$ cat config.mk
export PLATFORM = sky130hd
export DESIGN_NAME = dma_engine
export DESIGN_NICKNAME = d
export VERILOG_FILES = /design/src/common/npu_pkg.sv /design/src/dma/dma_engine.sv
export SDC_FILE = /design/constraint.sdc
export NUM_CORES = 1
export LEC_CHECK = 0
export BUFFER_PORTS_ARGS = -buffer_cell sky130_fd_sc_hd__buf_2
export CORE_ASPECT_RATIO = 2
export CORE_MARGIN = 4
export CORE_UTILIZATION = 42
export CTS_CLUSTER_SIZE = 8
export DETAILED_ROUTE_END_ITERATION = 7
export PLACE_DENSITY = 0.81
export SLEW_MARGIN = 25
export SYNTH_ARGS = -nofsm -noshare
export SYNTH_HDL_FRONTEND = slang
export SYNTH_SLANG_ARGS = --single-unit
$ cat constraint.sdc
create_clock -name xclk -period 2.9 [get_ports xclk]
set_clock_uncertainty 0.05 [all_clocks]
set_input_delay 0.58 -clock xclk [delete_from_list [all_inputs] [get_ports xclk]]
set_output_delay 0.58 -clock xclk [all_outputs]
set_load 0.05 [all_outputs]
$ cat src/common/npu_pkg.sv
`default_nettype none

package npu_pkg;

  localparam int DATA_W   = 32;
  localparam int STRB_W   = DATA_W / 8;
  localparam int HADDR_W  = 12;
  localparam int BUF_ID_W = 2;
  localparam int OFFS_W   = 8;
  localparam int LINES_W  = 8;
  localparam int STRIDE_W = 2;
  localparam int REG_IDX_W = 3;

  // Buffer ids, code 3 has no buffer behind it
  localparam logic [BUF_ID_W-1:0] BUF_IOB0 = 2'd0;
  localparam logic [BUF_ID_W-1:0] BUF_IOB1 = 2'd1;
  localparam logic [BUF_ID_W-1:0] BUF_WB   = 2'd2;

  // Default depths in address bits
  localparam int AW_IOB0 = 6;
  localparam int AW_IOB1 = 6;
  localparam int AW_WB   = 7;

  // Top two bits of the host address
  localparam logic [1:0] REGION_REG = 2'd0;
  localparam logic [1:0] REGION_BUF = 2'd1;

  localparam logic [REG_IDX_W-1:0] REG_CTRL   = 3'd0; // [0] host owns, [1] start
  localparam logic [REG_IDX_W-1:0] REG_SRC    = 3'd1; // [9:8] id, [7:0] offset
  localparam logic [REG_IDX_W-1:0] REG_DST    = 3'd2;
  localparam logic [REG_IDX_W-1:0] REG_LINES  = 3'd3;
  localparam logic [REG_IDX_W-1:0] REG_STRIDE = 3'd4; // source step is 1 << stride
  localparam logic [REG_IDX_W-1:0] REG_STATUS = 3'd5; // [0] busy, [1] done, [2] error

  typedef struct packed {
    logic               sel;
    logic               wr;
    logic [HADDR_W-1:0] addr;
    logic [DATA_W-1:0]  wdata;
    logic [STRB_W-1:0]  wstrb;
  } host_req_t;

  // Same host address seen by the register block and by the buffer mux
  typedef union packed {
    struct packed {
      logic [1:0]           region;
      logic [6:0]           spare;
      logic [REG_IDX_W-1:0] reg_idx;
    } reg_view;
    struct packed {
      logic [1:0]          region;
      logic [BUF_ID_W-1:0] buf_id;
      logic [OFFS_W-1:0]   offset;
    } buf_view;
  } host_addr_u;

  typedef struct packed {
    logic [BUF_ID_W-1:0] src_id;
    logic [OFFS_W-1:0]   src_off;
    logic [BUF_ID_W-1:0] dst_id;
    logic [OFFS_W-1:0]   dst_off;
    logic [LINES_W-1:0]  lines;
    logic [STRIDE_W-1:0] stride;
  } dma_cfg_t;

  // One access to one bank
  typedef struct packed {
    logic              en;
    logic              we;
    logic [OFFS_W-1:0] addr;
    logic [DATA_W-1:0] wdata;
    logic [STRB_W-1:0] wstrb;
  } buf_acc_t;

endpackage

`default_nettype wire

$ cat src/dma/dma_engine.sv
`default_nettype none

module dma_engine import npu_pkg::*; #(
  parameter int AW_IOB0 = npu_pkg::AW_IOB0,
  parameter int AW_IOB1 = npu_pkg::AW_IOB1,
  parameter int AW_WB   = npu_pkg::AW_WB
) (
  input  wire                 xclk,
  input  wire                 i_rst,
  input  wire                 i_start,
  input  dma_cfg_t            i_cfg,
  input  wire  [DATA_W-1:0]   i_src_rdata,
  output buf_acc_t            o_rd_acc,
  output buf_acc_t            o_wr_acc,
  output logic [BUF_ID_W-1:0] o_rd_id,
  output logic [BUF_ID_W-1:0] o_wr_id,
  output logic                o_busy,
  output logic                o_done_pulse,
  output logic                o_err_pulse,
  output logic                o_interrupt
);

  logic                busy;
  logic                rd_act;
  logic [LINES_W-1:0]  rd_left;
  logic [OFFS_W-1:0]   rd_off;
  logic                wr_vld;
  logic                wr_last;
  logic [OFFS_W-1:0]   wr_off;
  logic [STRIDE_W-1:0] stride;
  logic [OFFS_W-1:0]   src_step;
  logic                start_ok;
  logic                cfg_bad;
  logic                last_wr;

  // Offset wrap follows the depth of the addressed bank
  function automatic logic [OFFS_W-1:0] wrap_mask(input logic [BUF_ID_W-1:0] id);
    case (id)
      BUF_IOB0: wrap_mask = OFFS_W'((1 << AW_IOB0) - 1);
      BUF_IOB1: wrap_mask = OFFS_W'((1 << AW_IOB1) - 1);
      BUF_WB:   wrap_mask = OFFS_W'((1 << AW_WB) - 1);
      default:  wrap_mask = '0;
    endcase
  endfunction

  assign start_ok = i_start && !busy;
  assign cfg_bad  = (i_cfg.lines == '0) || (i_cfg.src_id == i_cfg.dst_id) ||
                    (i_cfg.src_id == BUF_ID_W'(3)) || (i_cfg.dst_id == BUF_ID_W'(3));
  assign src_step = OFFS_W'(1) << stride;
  assign last_wr  = wr_vld && wr_last;

  always_ff @(posedge xclk) begin
    if (i_rst) begin
      busy         <= 1'b0;
      rd_act       <= 1'b0;
      wr_vld       <= 1'b0;
      wr_last      <= 1'b0;
      o_done_pulse <= 1'b0;
      o_err_pulse  <= 1'b0;
      o_interrupt  <= 1'b0;
    end else begin
      o_done_pulse <= last_wr;
      o_err_pulse  <= start_ok && cfg_bad; // rejected, nothing moves
      o_interrupt  <= last_wr || (start_ok && cfg_bad);
      wr_vld       <= rd_act; // write stage trails read by one cycle
      wr_last      <= rd_act && (rd_left == LINES_W'(1));
      if (start_ok && !cfg_bad) begin
        busy   <= 1'b1;
        rd_act <= 1'b1;
      end else begin
        if (rd_act && rd_left == LINES_W'(1))
          rd_act <= 1'b0;
        if (last_wr)
          busy <= 1'b0;
      end
    end
  end

  always_ff @(posedge xclk) begin
    if (start_ok && !cfg_bad) begin
      o_rd_id <= i_cfg.src_id;
      o_wr_id <= i_cfg.dst_id;
      stride  <= i_cfg.stride;
      rd_left <= i_cfg.lines;
      rd_off  <= i_cfg.src_off & wrap_mask(i_cfg.src_id);
      wr_off  <= i_cfg.dst_off & wrap_mask(i_cfg.dst_id);
    end else begin
      if (rd_act) begin
        rd_off  <= (rd_off + src_step) & wrap_mask(o_rd_id);
        rd_left <= rd_left - LINES_W'(1);
      end
      if (wr_vld)
        wr_off <= (wr_off + OFFS_W'(1)) & wrap_mask(o_wr_id);
    end
  end

  assign o_rd_acc = '{en: rd_act, we: 1'b0, addr: rd_off, wdata: '0, wstrb: '0};
  assign o_wr_acc = '{en: wr_vld, we: wr_vld, addr: wr_off, wdata: i_src_rdata, wstrb: '1};
  assign o_busy   = busy;

endmodule

`default_nettype wire

# Yosys cells after proc, flatten, opt, wreduce, memory -nomap -nowiden

Index checks and enable logic that the tools add are counted.

Bitwise operators: 4
Shift operators: 1
Reductions and logical operators: 24
$add $sub $neg: 3
Mux-type cells: 20
Equal/unequal tests: 12

Operator list:

| cell                                             | count |
|---|---|
| two-way mux 8 bit                                | 12 |
| one-hot mux 7 bit (2 select lines)               | 4 |
| bitwise AND 8 bit                                | 4 |
| == test 2 bit, second input constant             | 6 |
| adder 8 x 1 -> 8 bit, second input constant      | 1 |
| adder 8 bit                                      | 1 |
| == test 2 x 1 -> 1 bit, second input constant    | 4 |
| == test 8 x 1 -> 1 bit, second input constant    | 1 |
| zero test 2 bit                                  | 4 |
| zero test 8 bit                                  | 1 |
| nonzero test 2 bit                               | 4 |
| OR reduction 2 bit                               | 4 |
| << shifter 1 x 2 -> 8 bit, first input constant  | 1 |
| subtractor 8 x 1 -> 8 bit, second input constant | 1 |
| logical AND 1 bit                                | 5 |
| logical OR 1 bit                                 | 4 |
| two-way mux 1 bit                                | 4 |
| == test 2 bit                                    | 1 |
| zero test 1 bit                                  | 2 |

Output and inout port bits: 100
Logic and storage cells: 77
Flip-flop bits (word level): 37

# Depth between registers and ports, before layout

Gate-level depths: netlist (run 1).

Depth in word-level cells: 10
Gate-level depth with buffers: 7

# Worst setup path after synthesis (run 1)

No wires, ideal clock.

Kind: input -> register
Start: input i_cfg[9] (netlist bit)
End: register rd_left[0], enable pin
Stages: 4
Library setup time: 288 ps
Path slack: 691 ps
Data arrival time: 1871 ps
Path through: nor4_1 a2111oi_4 buf_2 or2_2

Word-level cells in the longest chain between the ends: 7

Ends and longest elaborated chain:

| item                                | line             | RTL |
|---|---|---|
| start, declared                     | dma_engine.sv:11 | `input dma_cfg_t i_cfg,` |
| zero test 8 bit                     | dma_engine.sv:47 | `assign cfg_bad = (i_cfg.lines == '0) \|\| (i_cfg.src_id == i_cfg.dst_id) \|\|` |
| logical OR 1 bit (2 in a row)       | dma_engine.sv:47 |  |
| logical OR 1 bit                    | dma_engine.sv:48 | `(i_cfg.src_id == BUF_ID_W'(3)) \|\| (i_cfg.dst_id == BUF_ID_W'(3));` |
| zero test 1 bit                     | dma_engine.sv:80 | `if (start_ok && !cfg_bad) begin` |
| logical AND 1 bit                   | dma_engine.sv:80 |  |
| nonzero test 2 bit (no source line) | -                |  |
| end signal, assigned                | dma_engine.sv:84 | `rd_left <= i_cfg.lines;` |
| end signal, assigned                | dma_engine.sv:90 | `rd_left <= rd_left - LINES_W'(1);` |
| end, declared                       | dma_engine.sv:25 | `logic [LINES_W-1:0] rd_left;` |

No other way between the ends.
A chain may end at the register's enable or synchronous reset.

# Worst setup path after layout (run 1)

Start: input i_cfg[9] (netlist bit)
End: register wr_off[3], enable pin

Word-level cells in the longest chain between the ends: 7

Ends and longest elaborated chain:

| item                                | line             | RTL |
|---|---|---|
| zero test 8 bit                     | dma_engine.sv:47 |  |
| logical OR 1 bit (2 in a row)       | dma_engine.sv:47 |  |
| logical OR 1 bit                    | dma_engine.sv:48 |  |
| zero test 1 bit                     | dma_engine.sv:80 |  |
| logical AND 1 bit                   | dma_engine.sv:80 |  |
| nonzero test 2 bit (no source line) | -                |  |
| end signal, assigned                | dma_engine.sv:86 | `wr_off <= i_cfg.dst_off & wrap_mask(i_cfg.dst_id);` |
| end signal, assigned                | dma_engine.sv:93 | `wr_off <= (wr_off + OFFS_W'(1)) & wrap_mask(o_wr_id);` |
| end, declared                       | dma_engine.sv:29 | `logic [OFFS_W-1:0] wr_off;` |

No other way between the ends.

==> flow_summary_export.csv, run 1 <==
group,metric,value,unit
outcome,status,"complete, no violations",
worst_setup_path,worstPathArrival,2090,ps
clock_tree,cts-resized-gates,0,
grt,grt_pass1_wl,6.77,mm
placement,place_congestion,0.833,
synth,syn_inst,247,
clock_tree,clk_latency,290,ps
floorplan,ios,165,
route,wire_per_inst,14.0,µm
worst_setup_path,r2r_slack,860,ps
floorplan,die_w,61.6,µm
sta,whs,406,ps
route,first_iter_violations,39,
cells_and_area,final_common_cell,"buf_2",
clock_tree,cts_root_buf,"clkbuf_8",
cells_and_area,final_cell_mix,"buf_2 (55), conb_1 (43), edfxtp_1 (28)",
route,vias,1589,
hold_path,hp-class,"reg2reg",
placement,portBuffers,55,
floorplan,dieHeight,115,µm
synth,synth.area.top_cells,"edfxtp_1 (35%), buf_4 (24%), dfxtp_1 (5.8%)",
worst_setup_path,crit_cells,5,
sta,setup_violations,0,
sta,timing.final.hold_violations,0,
clock_tree,cts_max_level,2,
sta,period_minus_slack,2120,ps
worst_setup_path,criticalPathCategory,"in2reg",
worst_setup_path,crit_fanout,19,
synth,ys_seq_area_share,40.6,%
worst_setup_path,end_kind,"flop",
worst_setup_path,reg2reg_from,"stride[1]",
pwr,sw_frac_of_total,36.0,%
floorplan,dieArea,7100,µm²
pwr,comb_power_share,28.3,%
floorplan,row_count,38,
cells_and_area,layout.nets,343,
synth,synth_cell_types,36,
cells_and_area,drive_gt1_share,26.2,%
worst_setup_path,slowest_stage,"nor4_1",
sta,max_freq,0.472,GHz
worst_setup_path,critPathTopFamily,"simple AND/OR/NAND/NOR gates",
clock_tree,cts_tree,"built",
synth,synth_enable_flop_cells,28,
synth,yosysTopAreaCellShare,34.8,%
floorplan,coreArea,5520,µm²
route,viasPerCell,4.80,
clock_tree,cts_buffer_depth,2,
pwr,intPower,985,µW
sta,relSlewSlack,54.6,%
flow_run,maxCapViolations,0,
grt,grt_usage,12.9,%
clock_tree,clkSlewWorstSetupHoldPaths,80,ps
route,drc,0,
synth,avgSynthCellArea,9.77,µm²
pwr,totalPowerFinal,1540,µW
synth,async_reset_ff_share,0,%
pwr,power_leakage,0.00108,µW
synth,synth.cell_area,2410,µm²
grt,antenna_found_initial,0,
sta,fin_setup_tns,0,ps
grt,grt_pass1_vias,1501,
clock_tree,postCtsHoldBufs,0,
synth,synth_top_area_cell,"edfxtp_1",
worst_setup_path,worst_setup_path_startpoint,"i_cfg[9]",
worst_setup_path,path_cells,"buf_2 -> nor4_1 -> a2111oi_4 -> buf_4 -> or2_2",
route,drt_wl_total,4.64,mm
worst_setup_path,reg2regPathDepth,7,
synth,synth_ff_type,"edfxtp_1",
floorplan,start_util,43.8,%
clock_tree,cts_buffers,5,
placement,dp.cells,323,
sta,tightest_slew,675,ps
worst_setup_path,slowest_delay,610,ps
synth,yosys_warnings,0,
pwr,power_density,627,nW/µm²
grt,grt_max_degree,31,
hold_path,min_path_cells,2,
sta,fin_crit_sh,73.1,%
sta,drv_slew,0,
cells_and_area,areaGrowthSynthToFinish,1.76,%
pwr,switchingPower,554,µW
route,dr.pass1.iters,4,
worst_setup_path,cp.required,2870,ps
grt,grt_remaining_overflow,0,
cells_and_area,diodes,0,
sta,rsz0062_at_grt,"false",
worst_setup_path,crit_buf_inv,2,
placement,dp_hpwl,3.76,mm
hold_path,hold_start,"wr_last",
clock_tree,post_cts_buffers,0,
pwr,p_seq_share,41.9,%
worst_setup_path,reg2reg_to,"rd_off[6]",
cells_and_area,layout.cells.non_filler,331,
pwr,ir_drop,0.000340,V
hold_path,worstHoldEndpoint,"o_done_pulse",
route,ant_nets,0,
worst_setup_path,cp-start-kind,"input pin",
synth,synth-seq-cells,35,
cells_and_area,final_core_util,44.5,%
pwr,p_clk_share,29.9,%
clock_tree,clock_sinks,35,
synthesized netlist by cell type, drive strengths merged, types with 2 or more instances:
cell and instances:
and3 2, xor2 7, o31ai 6, nand3 5, nor2 8, buf 82
or2 3, nor3 2, o41ai 2, o21ai 12, nand2b 3, nor4 5
nand2 27, inv 7, dfxtp 7, ha 7, conb 2, a21oi 4
nor2b 4, and2 2, nand4b 2, edfxtp 28, xnor2 9
worst min-delay path: cells and delay by family, from the launching register on:
kind	cells	cell delay [ps]
flip-flops	1	300
AND/OR/NAND/NOR	2	120
routing by layer:
metal / vias up / track usage, % / share of wire [%] / wire [µm]
met3: 31 / 2.58 / 9.1 / 421
li1: 760 / - / - / -
met2: 89 / 23.4 / 53 / 2460
met5: - / 0 / 0 / 0
met4: 0 / 7.08 / 3.5 / 163
met1: 709 / 12.9 / 34 / 1590
cells by family (layout without fill, tap and decap cells):
group | count (synthesis) | after routing | share of synthesized area (%)
buffers and inverters | 90 | 73 | 26.3
AND/OR/NAND/NOR | 63 | 63 | 12.5
flip-flops | 35 | 35 | 40.6
AO/OA/AOI/OAI | 31 | 31 | 9.02
XOR/XNOR | 16 | 16 | 5.81
adder cells (fa/ha/maj) | 8 | 8 | 4.46
other | 2 | 43 | 0.311
multiplexers | 2 | 2 | 0.881
power by group through the flow:
stage               sequential, µW  combinational, µW  clock (µW)
floorplan                      737                431           0
global placement               654                430           0
detailed placement             657                436           0
CTS                            646                438         475
global route                   651                469         494
finish                         644                435         460
state kept, by name, summed over array words and instances (netlist names), 2 cells and up:
name	flops
wr_off	7
o_wr_id	2
rd_off	7
stride	2
o_rd_id	2
rd_left	8
worst max path at each step:
stage | slack [ps] | to
floorplan | 690 | rd_left[0]
global placement | 470 | wr_off[3]
detailed placement | 480 | wr_off[5]
CTS | 790 | wr_off[5]
global route | 720 | wr_off[3]
finish | 780 | wr_off[3]
layout make-up:
class | instances | area [µm²]
clock buffer | 7 | 119
clock inverter | 1 | 6.26
fill | 559 | 3060
inverter | 7 | 26.3
multi-input combinational | 163 | 951
sequential | 35 | 981
tap | 60 | 75.1
timing repair buffer | 58 | 298
through the flow:
step	cell area, µm²	setup slack [ps]
after floorplan	2570	691
after global placement	2330	473
final	2460	781
after detailed placement	2330	477
after CTS	2460	788
after global routing	2460	716
Note: power is estimated with default switching activity, not from simulation.
==> run 2, diff against run 1 <==
- ABC_AREA: not set -> 1
- CORE_UTILIZATION: 42 -> 43
- clock period: 2.9 -> 2.2 ns (I/O delays scaled with it)
==> run 2 against run 1 <==
  * Clock-buffer cell count shrank 1
  * First-iteration DRC count grew to 2.8 times the previous value
  * Global-route usage grew 0.80 points
  * Cell count up 22%
  * Critical path depth increased by 2
  * Critical path type is now reg2reg
  * Clock power rose by 47%
  * Setup slack worse by 410 ps
  * Largest cell class unchanged
==> flow_summary_export.csv, run 2 <==
group,metric,value,unit
outcome,status,"complete, no violations",
cells_and_area,final_cell_mix,"nand2_1 (75), buf_2 (55), conb_1 (43)",
synth,avgSynthCellArea,8.07,µm²
floorplan,dieHeight,117,µm
floorplan,die_w,62.4,µm
clock_tree,postCtsHoldBufs,0,
pwr,sw_frac_of_total,35.6,%
route,viasPerCell,4.51,
worst_setup_path,crit_buf_inv,0,
sta,setup_violations,0,
placement,place_congestion,0.854,
worst_setup_path,end_kind,"flop",
clock_tree,cts_root_buf,"clkbuf_16",
route,wire_per_inst,12.3,µm
synth,ys_seq_area_share,38.5,%
cells_and_area,areaGrowthSynthToFinish,2.55,%
grt,grt_max_degree,16,
synth,synth_enable_flop_cells,28,
pwr,p_seq_share,40.0,%
grt,antenna_found_initial,0,
synth,async_reset_ff_share,0,%
synth,synth-seq-cells,35,
synth,synth.cell_area,2550,µm²
grt,grt_remaining_overflow,0,
worst_setup_path,reg2regPathDepth,7,
clock_tree,clock_sinks,35,
grt,grt_pass1_vias,1772,
route,first_iter_violations,108,
pwr,power_density,800,nW/µm²
worst_setup_path,criticalPathCategory,"reg2reg",
route,vias,1824,
cells_and_area,diodes,0,
placement,place_ws,339,ps
floorplan,start_util,44.3,%
floorplan,ios,165,
pwr,intPower,1350,µW
grt,grt_usage,13.7,%
floorplan,dieArea,7300,µm²
grt,grt_pass1_wl,7.76,mm
worst_setup_path,worst_setup_path_startpoint,"stride[0]",
hold_path,hp-class,"in2reg",
worst_setup_path,path_cells,"nor2_1 -> ha_1 -> fa_1 -> nand3_1 -> nand3_1 -> xnor2_1 -> o21ai_0",
route,wl_met1,1.57,mm
sta,max_freq,0.546,GHz
pwr,comb_power_share,27.7,%
worst_setup_path,slowest_delay,440,ps
synth,yosysTopAreaCellShare,33.0,%
route,ant_nets,0,
sta,drv_slew,0,
synth,yosys-top-cells-count,"buf_4 (78), nand2_1 (75), inv_1 (30), edfxtp_1 (28), nor2_1 (26)",
worst_setup_path,critPathTopFamily,"adder cells",
synth,synth_top_area_cell,"edfxtp_1",
floorplan,coreArea,5760,µm²
worst_setup_path,cp-start-kind,"flop",
worst_setup_path,slowest_stage,"fa_1",
clock_tree,cts_buffers,5,
flow_run,maxCapViolations,0,
cells_and_area,largest_register_ffs,8,
sta,rsz0062_at_grt,"false",
pwr,switchingPower,745,µW
sta,timing.final.hold_violations,0,
synth,synth.most_common_cell,"buf_4",
cells_and_area,final_core_util,45.4,%
worst_setup_path,reg2reg_to,"rd_off[4]",
sta,fin_crit_sh,83.2,%
clock_tree,cts_max_level,2,
route,dr.pass1.iters,4,
cells_and_area,largest-register,"rd_left",
cells_and_area,largestRegisters,"rd_left x8, rd_off x7, wr_off x7",
placement,dp_hpwl,3.99,mm
pwr,power_leakage,0.00135,µW
cells_and_area,final_common_cell,"nand2_1",
clock_tree,post_cts_buffers,0,
cells_and_area,drive_gt1_share,21.6,%
worst_setup_path,worstPathArrival,1800,ps
worst_setup_path,endpoint,"rd_off[4]",
hold_path,min_path_cells,1,
synth,syn_inst,316,
placement,portBuffers,55,
route,drc,0,
worst_setup_path,cp.required,2170,ps
clock_tree,cts_buffer_depth,2,
sta,layout_setup_ws,369,ps
sta,fin_setup_tns,0,ps
worst_setup_path,cp_common_cell,"nand3_1",
synth,synth_cell_types,23,
floorplan,row_count,39,
route,wl_met3,463,µm
synth,yosys_warnings,0,
synth,synth_ff_type,"edfxtp_1",
worst_setup_path,crit_fanout,4,
cells_and_area,layout.nets,415,
sta,period_minus_slack,1830,ps
clock_tree,cts-resized-gates,0,
worst_setup_path,reg2reg_from,"stride[0]",
clock_tree,cts_tree,"built",
pwr,p_clk_share,32.3,%
clock_tree,clkSlewWorstSetupHoldPaths,50,ps
pwr,ir_drop,0.000570,V
worst_setup_path,crit_cells,7,
worst_setup_path,r2r_slack,370,ps
synth,synth.area.top_cells,"edfxtp_1 (33%), buf_4 (23%), nand2_1 (11%)",
route,top_layer_used,"met4",
route,drt_wl_total,4.97,mm
route,wl_met2,2.61,mm
clock_tree,clk_latency,280,ps
-- run 2: cell count changes after synthesis, sizes merged, moves of 3 or more --
cell	before	now
nor4	5	0
o31ai	6	0
nand3	5	17
o21ai	12	17
nand2b	3	0
inv	7	35
nand2	27	75
nor2	8	26
nor2b	4	0
-- run 2: how the worst min path moves through the flow --
stage	endpoint	start
floorplan	o_done_pulse	wr_last
global placement	o_busy	o_busy
detailed placement	o_done_pulse	wr_last
CTS	stride[0]	i_cfg[0]
global route	stride[1]	i_cfg[1]
finish	stride[0]	i_cfg[0]
-- run 2: area by class of cell --
cell class              instances  area, µm²
clock buffers                   6        129
inverters                      35        131
clock inverters                 2       11.3
repair buffers                 60        313
flip-flops and latches         35        981
multi-input cells             205        972
fillers                       576       3140
well taps                      61       76.3
-- run 2: per-stage QoR --
step	hold slack (ps)	cells	area [µm²]	total power, µW
5_1_grt	284	404	2610	2190
3_3_place_gp	420	396	2470	1410
6_report	287	404	2610	2090
4_1_cts	279	404	2610	2110
2_1_floorplan	386	357	2700	1530
3_5_place_dp	422	396	2470	1430
-- run 2: layer usage --
metal | track usage [%] | up-vias
met5 | 0 | -
met4 | 12.4 | 0
met3 | 3.63 | 33
met2 | 25.9 | 92
met1 | 11.6 | 781
li1 | - | 918
-- run 2: power groups by stage --
stage / clock, µW / combinational (µW) / sequential, µW
final: 676 / 579 / 835
after global routing: 719 / 630 / 844
after CTS: 698 / 581 / 836
after detailed placement: 0 / 578 / 849
after global placement: 0 / 569 / 845
after floorplan: 0 / 579 / 950
-- run 2: logic make-up (layout without fill, tap and decap cells) --
group                    count (synthesis)  after routing  share of synthesized area, %
flip-flops                              35             35                          38.5
adder cells (fa/ha/maj)                  8              8                          4.22
XOR/XNOR                                12             12                          4.12
other                                    2             43                         0.295
AND/OR/NAND/NOR                        122            122                          19.4
buffers and inverters                  117            103                          29.4
AO/OA/AOI/OAI                           20             20                          4.07
==> run 3, diff against run 2 <==
- clock period: 2.2 -> 1.9 ns (I/O delays scaled with it)
==> run 3 against run 2 <==
  * Largest cell class is now multi-input gates
  * Core utilization grew 1.2 points
  * Largest power group is now the clock network
  * Sequential share of layout area down 1.0 points
  * Worst hold slack got worse by 59 ps
  * Non-clock buffer count stayed put
  * Combinational power is 18% higher
  * Flip-flop and latch count did not move
==> flow_summary_export.csv, run 3 (synthesized netlist as in run 2, its figures left out) <==
group,metric,value,unit
worst_setup_path,criticalPathCategory,"reg2reg",
worst_setup_path,r2r_slack,200,ps
pwr,comb_power_share,25.4,%
grt,grt_max_degree,17,
grt,grt_remaining_overflow,0,
outcome,status,"complete, no violations",
clock_tree,cts-resized-gates,0,
floorplan,dieArea,7300,µm²
worst_setup_path,worstPathArrival,1690,ps
hold_path,worstHoldEndpoint,"stride[0]",
floorplan,row_count,39,
clock_tree,cts_tree,"built",
cells_and_area,largest-register,"rd_left",
cells_and_area,largest_register_ffs,8,
hold_path,min_path_cells,1,
pwr,ir_drop,0.000489,V
cells_and_area,layout.nets,415,
flow_run,maxCapViolations,0,
sta,drv_slew,0,
clock_tree,clock_sinks,35,
route,dr.pass1.iters,4,
grt,antenna_found_initial,0,
grt,grt_pass1_wl,7.71,mm
pwr,intPower,1830,µW
clock_tree,post_cts_buffers,0,
route,drt_wl_total,4.95,mm
sta,max_freq,0.587,GHz
route,vias,1820,
pwr,p_clk_share,38.7,%
worst_setup_path,reg2regPathDepth,10,
route,drc,0,
sta,rsz0062_at_grt,"false",
placement,dp_hpwl,3.98,mm
grt,grt_pass1_vias,1791,
cells_and_area,areaGrowthSynthToFinish,5.35,%
pwr,p_seq_share,35.8,%
route,first_iter_violations,62,
worst_setup_path,end_kind,"flop",
route,viasPerCell,4.50,
clock_tree,cts_root_buf,"clkbuf_16",
clock_tree,cts_buffer_depth,2,
sta,fin_crit_sh,89.7,%
sta,timing.final.hold_violations,0,
route,wire_per_inst,12.3,µm
cells_and_area,final_common_cell,"nand2_1",
floorplan,die_w,62.4,µm
sta,fin_setup_tns,0,ps
floorplan,start_util,44.3,%
clock_tree,clkSlewWorstSetupHoldPaths,60,ps
cells_and_area,largestRegisters,"rd_left x8, rd_off x7, wr_off x7",
pwr,switchingPower,862,µW
cells_and_area,drive_gt1_share,22.4,%
cells_and_area,final_cell_mix,"nand2_1 (75), buf_2 (55), conb_1 (43)",
hold_path,hp-class,"in2reg",
pwr,power_density,1000,nW/µm²
sta,period_minus_slack,1700,ps
worst_setup_path,crit_fanout,5,
floorplan,coreArea,5760,µm²
worst_setup_path,cp-start-kind,"flop",
cells_and_area,diodes,0,
hold_path,hold_start,"i_cfg[0]",
worst_setup_path,reg2reg_from,"stride[0]",
clock_tree,cts_buffers,5,
worst_setup_path,cp.required,1880,ps
placement,portBuffers,55,
clock_tree,postCtsHoldBufs,0,
grt,grt_usage,13.5,%
worst_setup_path,reg2reg_to,"rd_off[6]",
floorplan,dieHeight,117,µm
clock_tree,clk_latency,280,ps
floorplan,ios,165,
placement,place_congestion,0.826,
pwr,sw_frac_of_total,32.0,%
clock_tree,cts_max_level,2,
pwr,power_leakage,0.00138,µW
sta,setup_violations,0,
cells_and_area,final_core_util,46.6,%
route,ant_nets,0,
[run 3: final cells by class]
cell class / instances / area (µm²)
Fill cell: 576 / 3070
Tap cell: 61 / 76.3
Multi-Input combinational cell: 205 / 982
Timing Repair Buffer: 60 / 325
Sequential cell: 35 / 981
Clock inverter: 2 / 60.1
Clock buffer: 6 / 129
Inverter: 35 / 131
[run 3: worst max path at each step]
| stage | start | to | slack [ps] | depth (start not counted) |
|---|---|---|---|---|
| floorplan | rd_off[0] | rd_off[4] | 5 | 6 |
| global placement | i_cfg[4] | wr_off[3] | 200 | 8 |
| detailed placement | i_cfg[4] | wr_off[2] | 180 | 8 |
| CTS | stride[0] | rd_off[6] | 180 | 10 |
| global route | stride[0] | rd_off[5] | 3 | 10 |
| finish | stride[0] | rd_off[6] | 200 | 10 |
[run 3: per-stage QoR]
stage	setup WS [ps]	std cells	area, µm²	hold WS (ps)	total power, µW
3_5_place_dp	179	396	2500	431	1660
5_1_grt	3.35	404	2690	225	2810
6_report	196	404	2690	229	2700
2_1_floorplan	5.05	357	2710	386	1770
3_3_place_gp	196	396	2500	416	1650
4_1_cts	184	404	2690	223	2710
[run 3: power by group through the flow]
stage | registers (µW) | clock network (µW) | logic (µW)
after floorplan | 1100 | 0 | 673
after global placement | 979 | 0 | 671
after CTS | 967 | 1060 | 687
after global routing | 977 | 1090 | 744
after detailed placement | 983 | 0 | 682
final | 966 | 1040 | 685
[run 3: critical path, stage by stage, from the launching register on]
cell	delay [ps]
edfxtp_1	420
nand2_1	90
inv_1	50
ha_1	370
nand2_1	80
nor2_1	100
nand2_1	80
nand2_1	60
nand2_1	40
nand4_1	80
nand2_1	50
[run 3: routing by layer]
layer,GRT usage (%),vias up,routed length (µm)
met5,0,-,0
met4,9.00,0,213
met3,3.44,23,483
met2,27.2,82,2730
met1,11.3,800,1530
li1,-,915,-
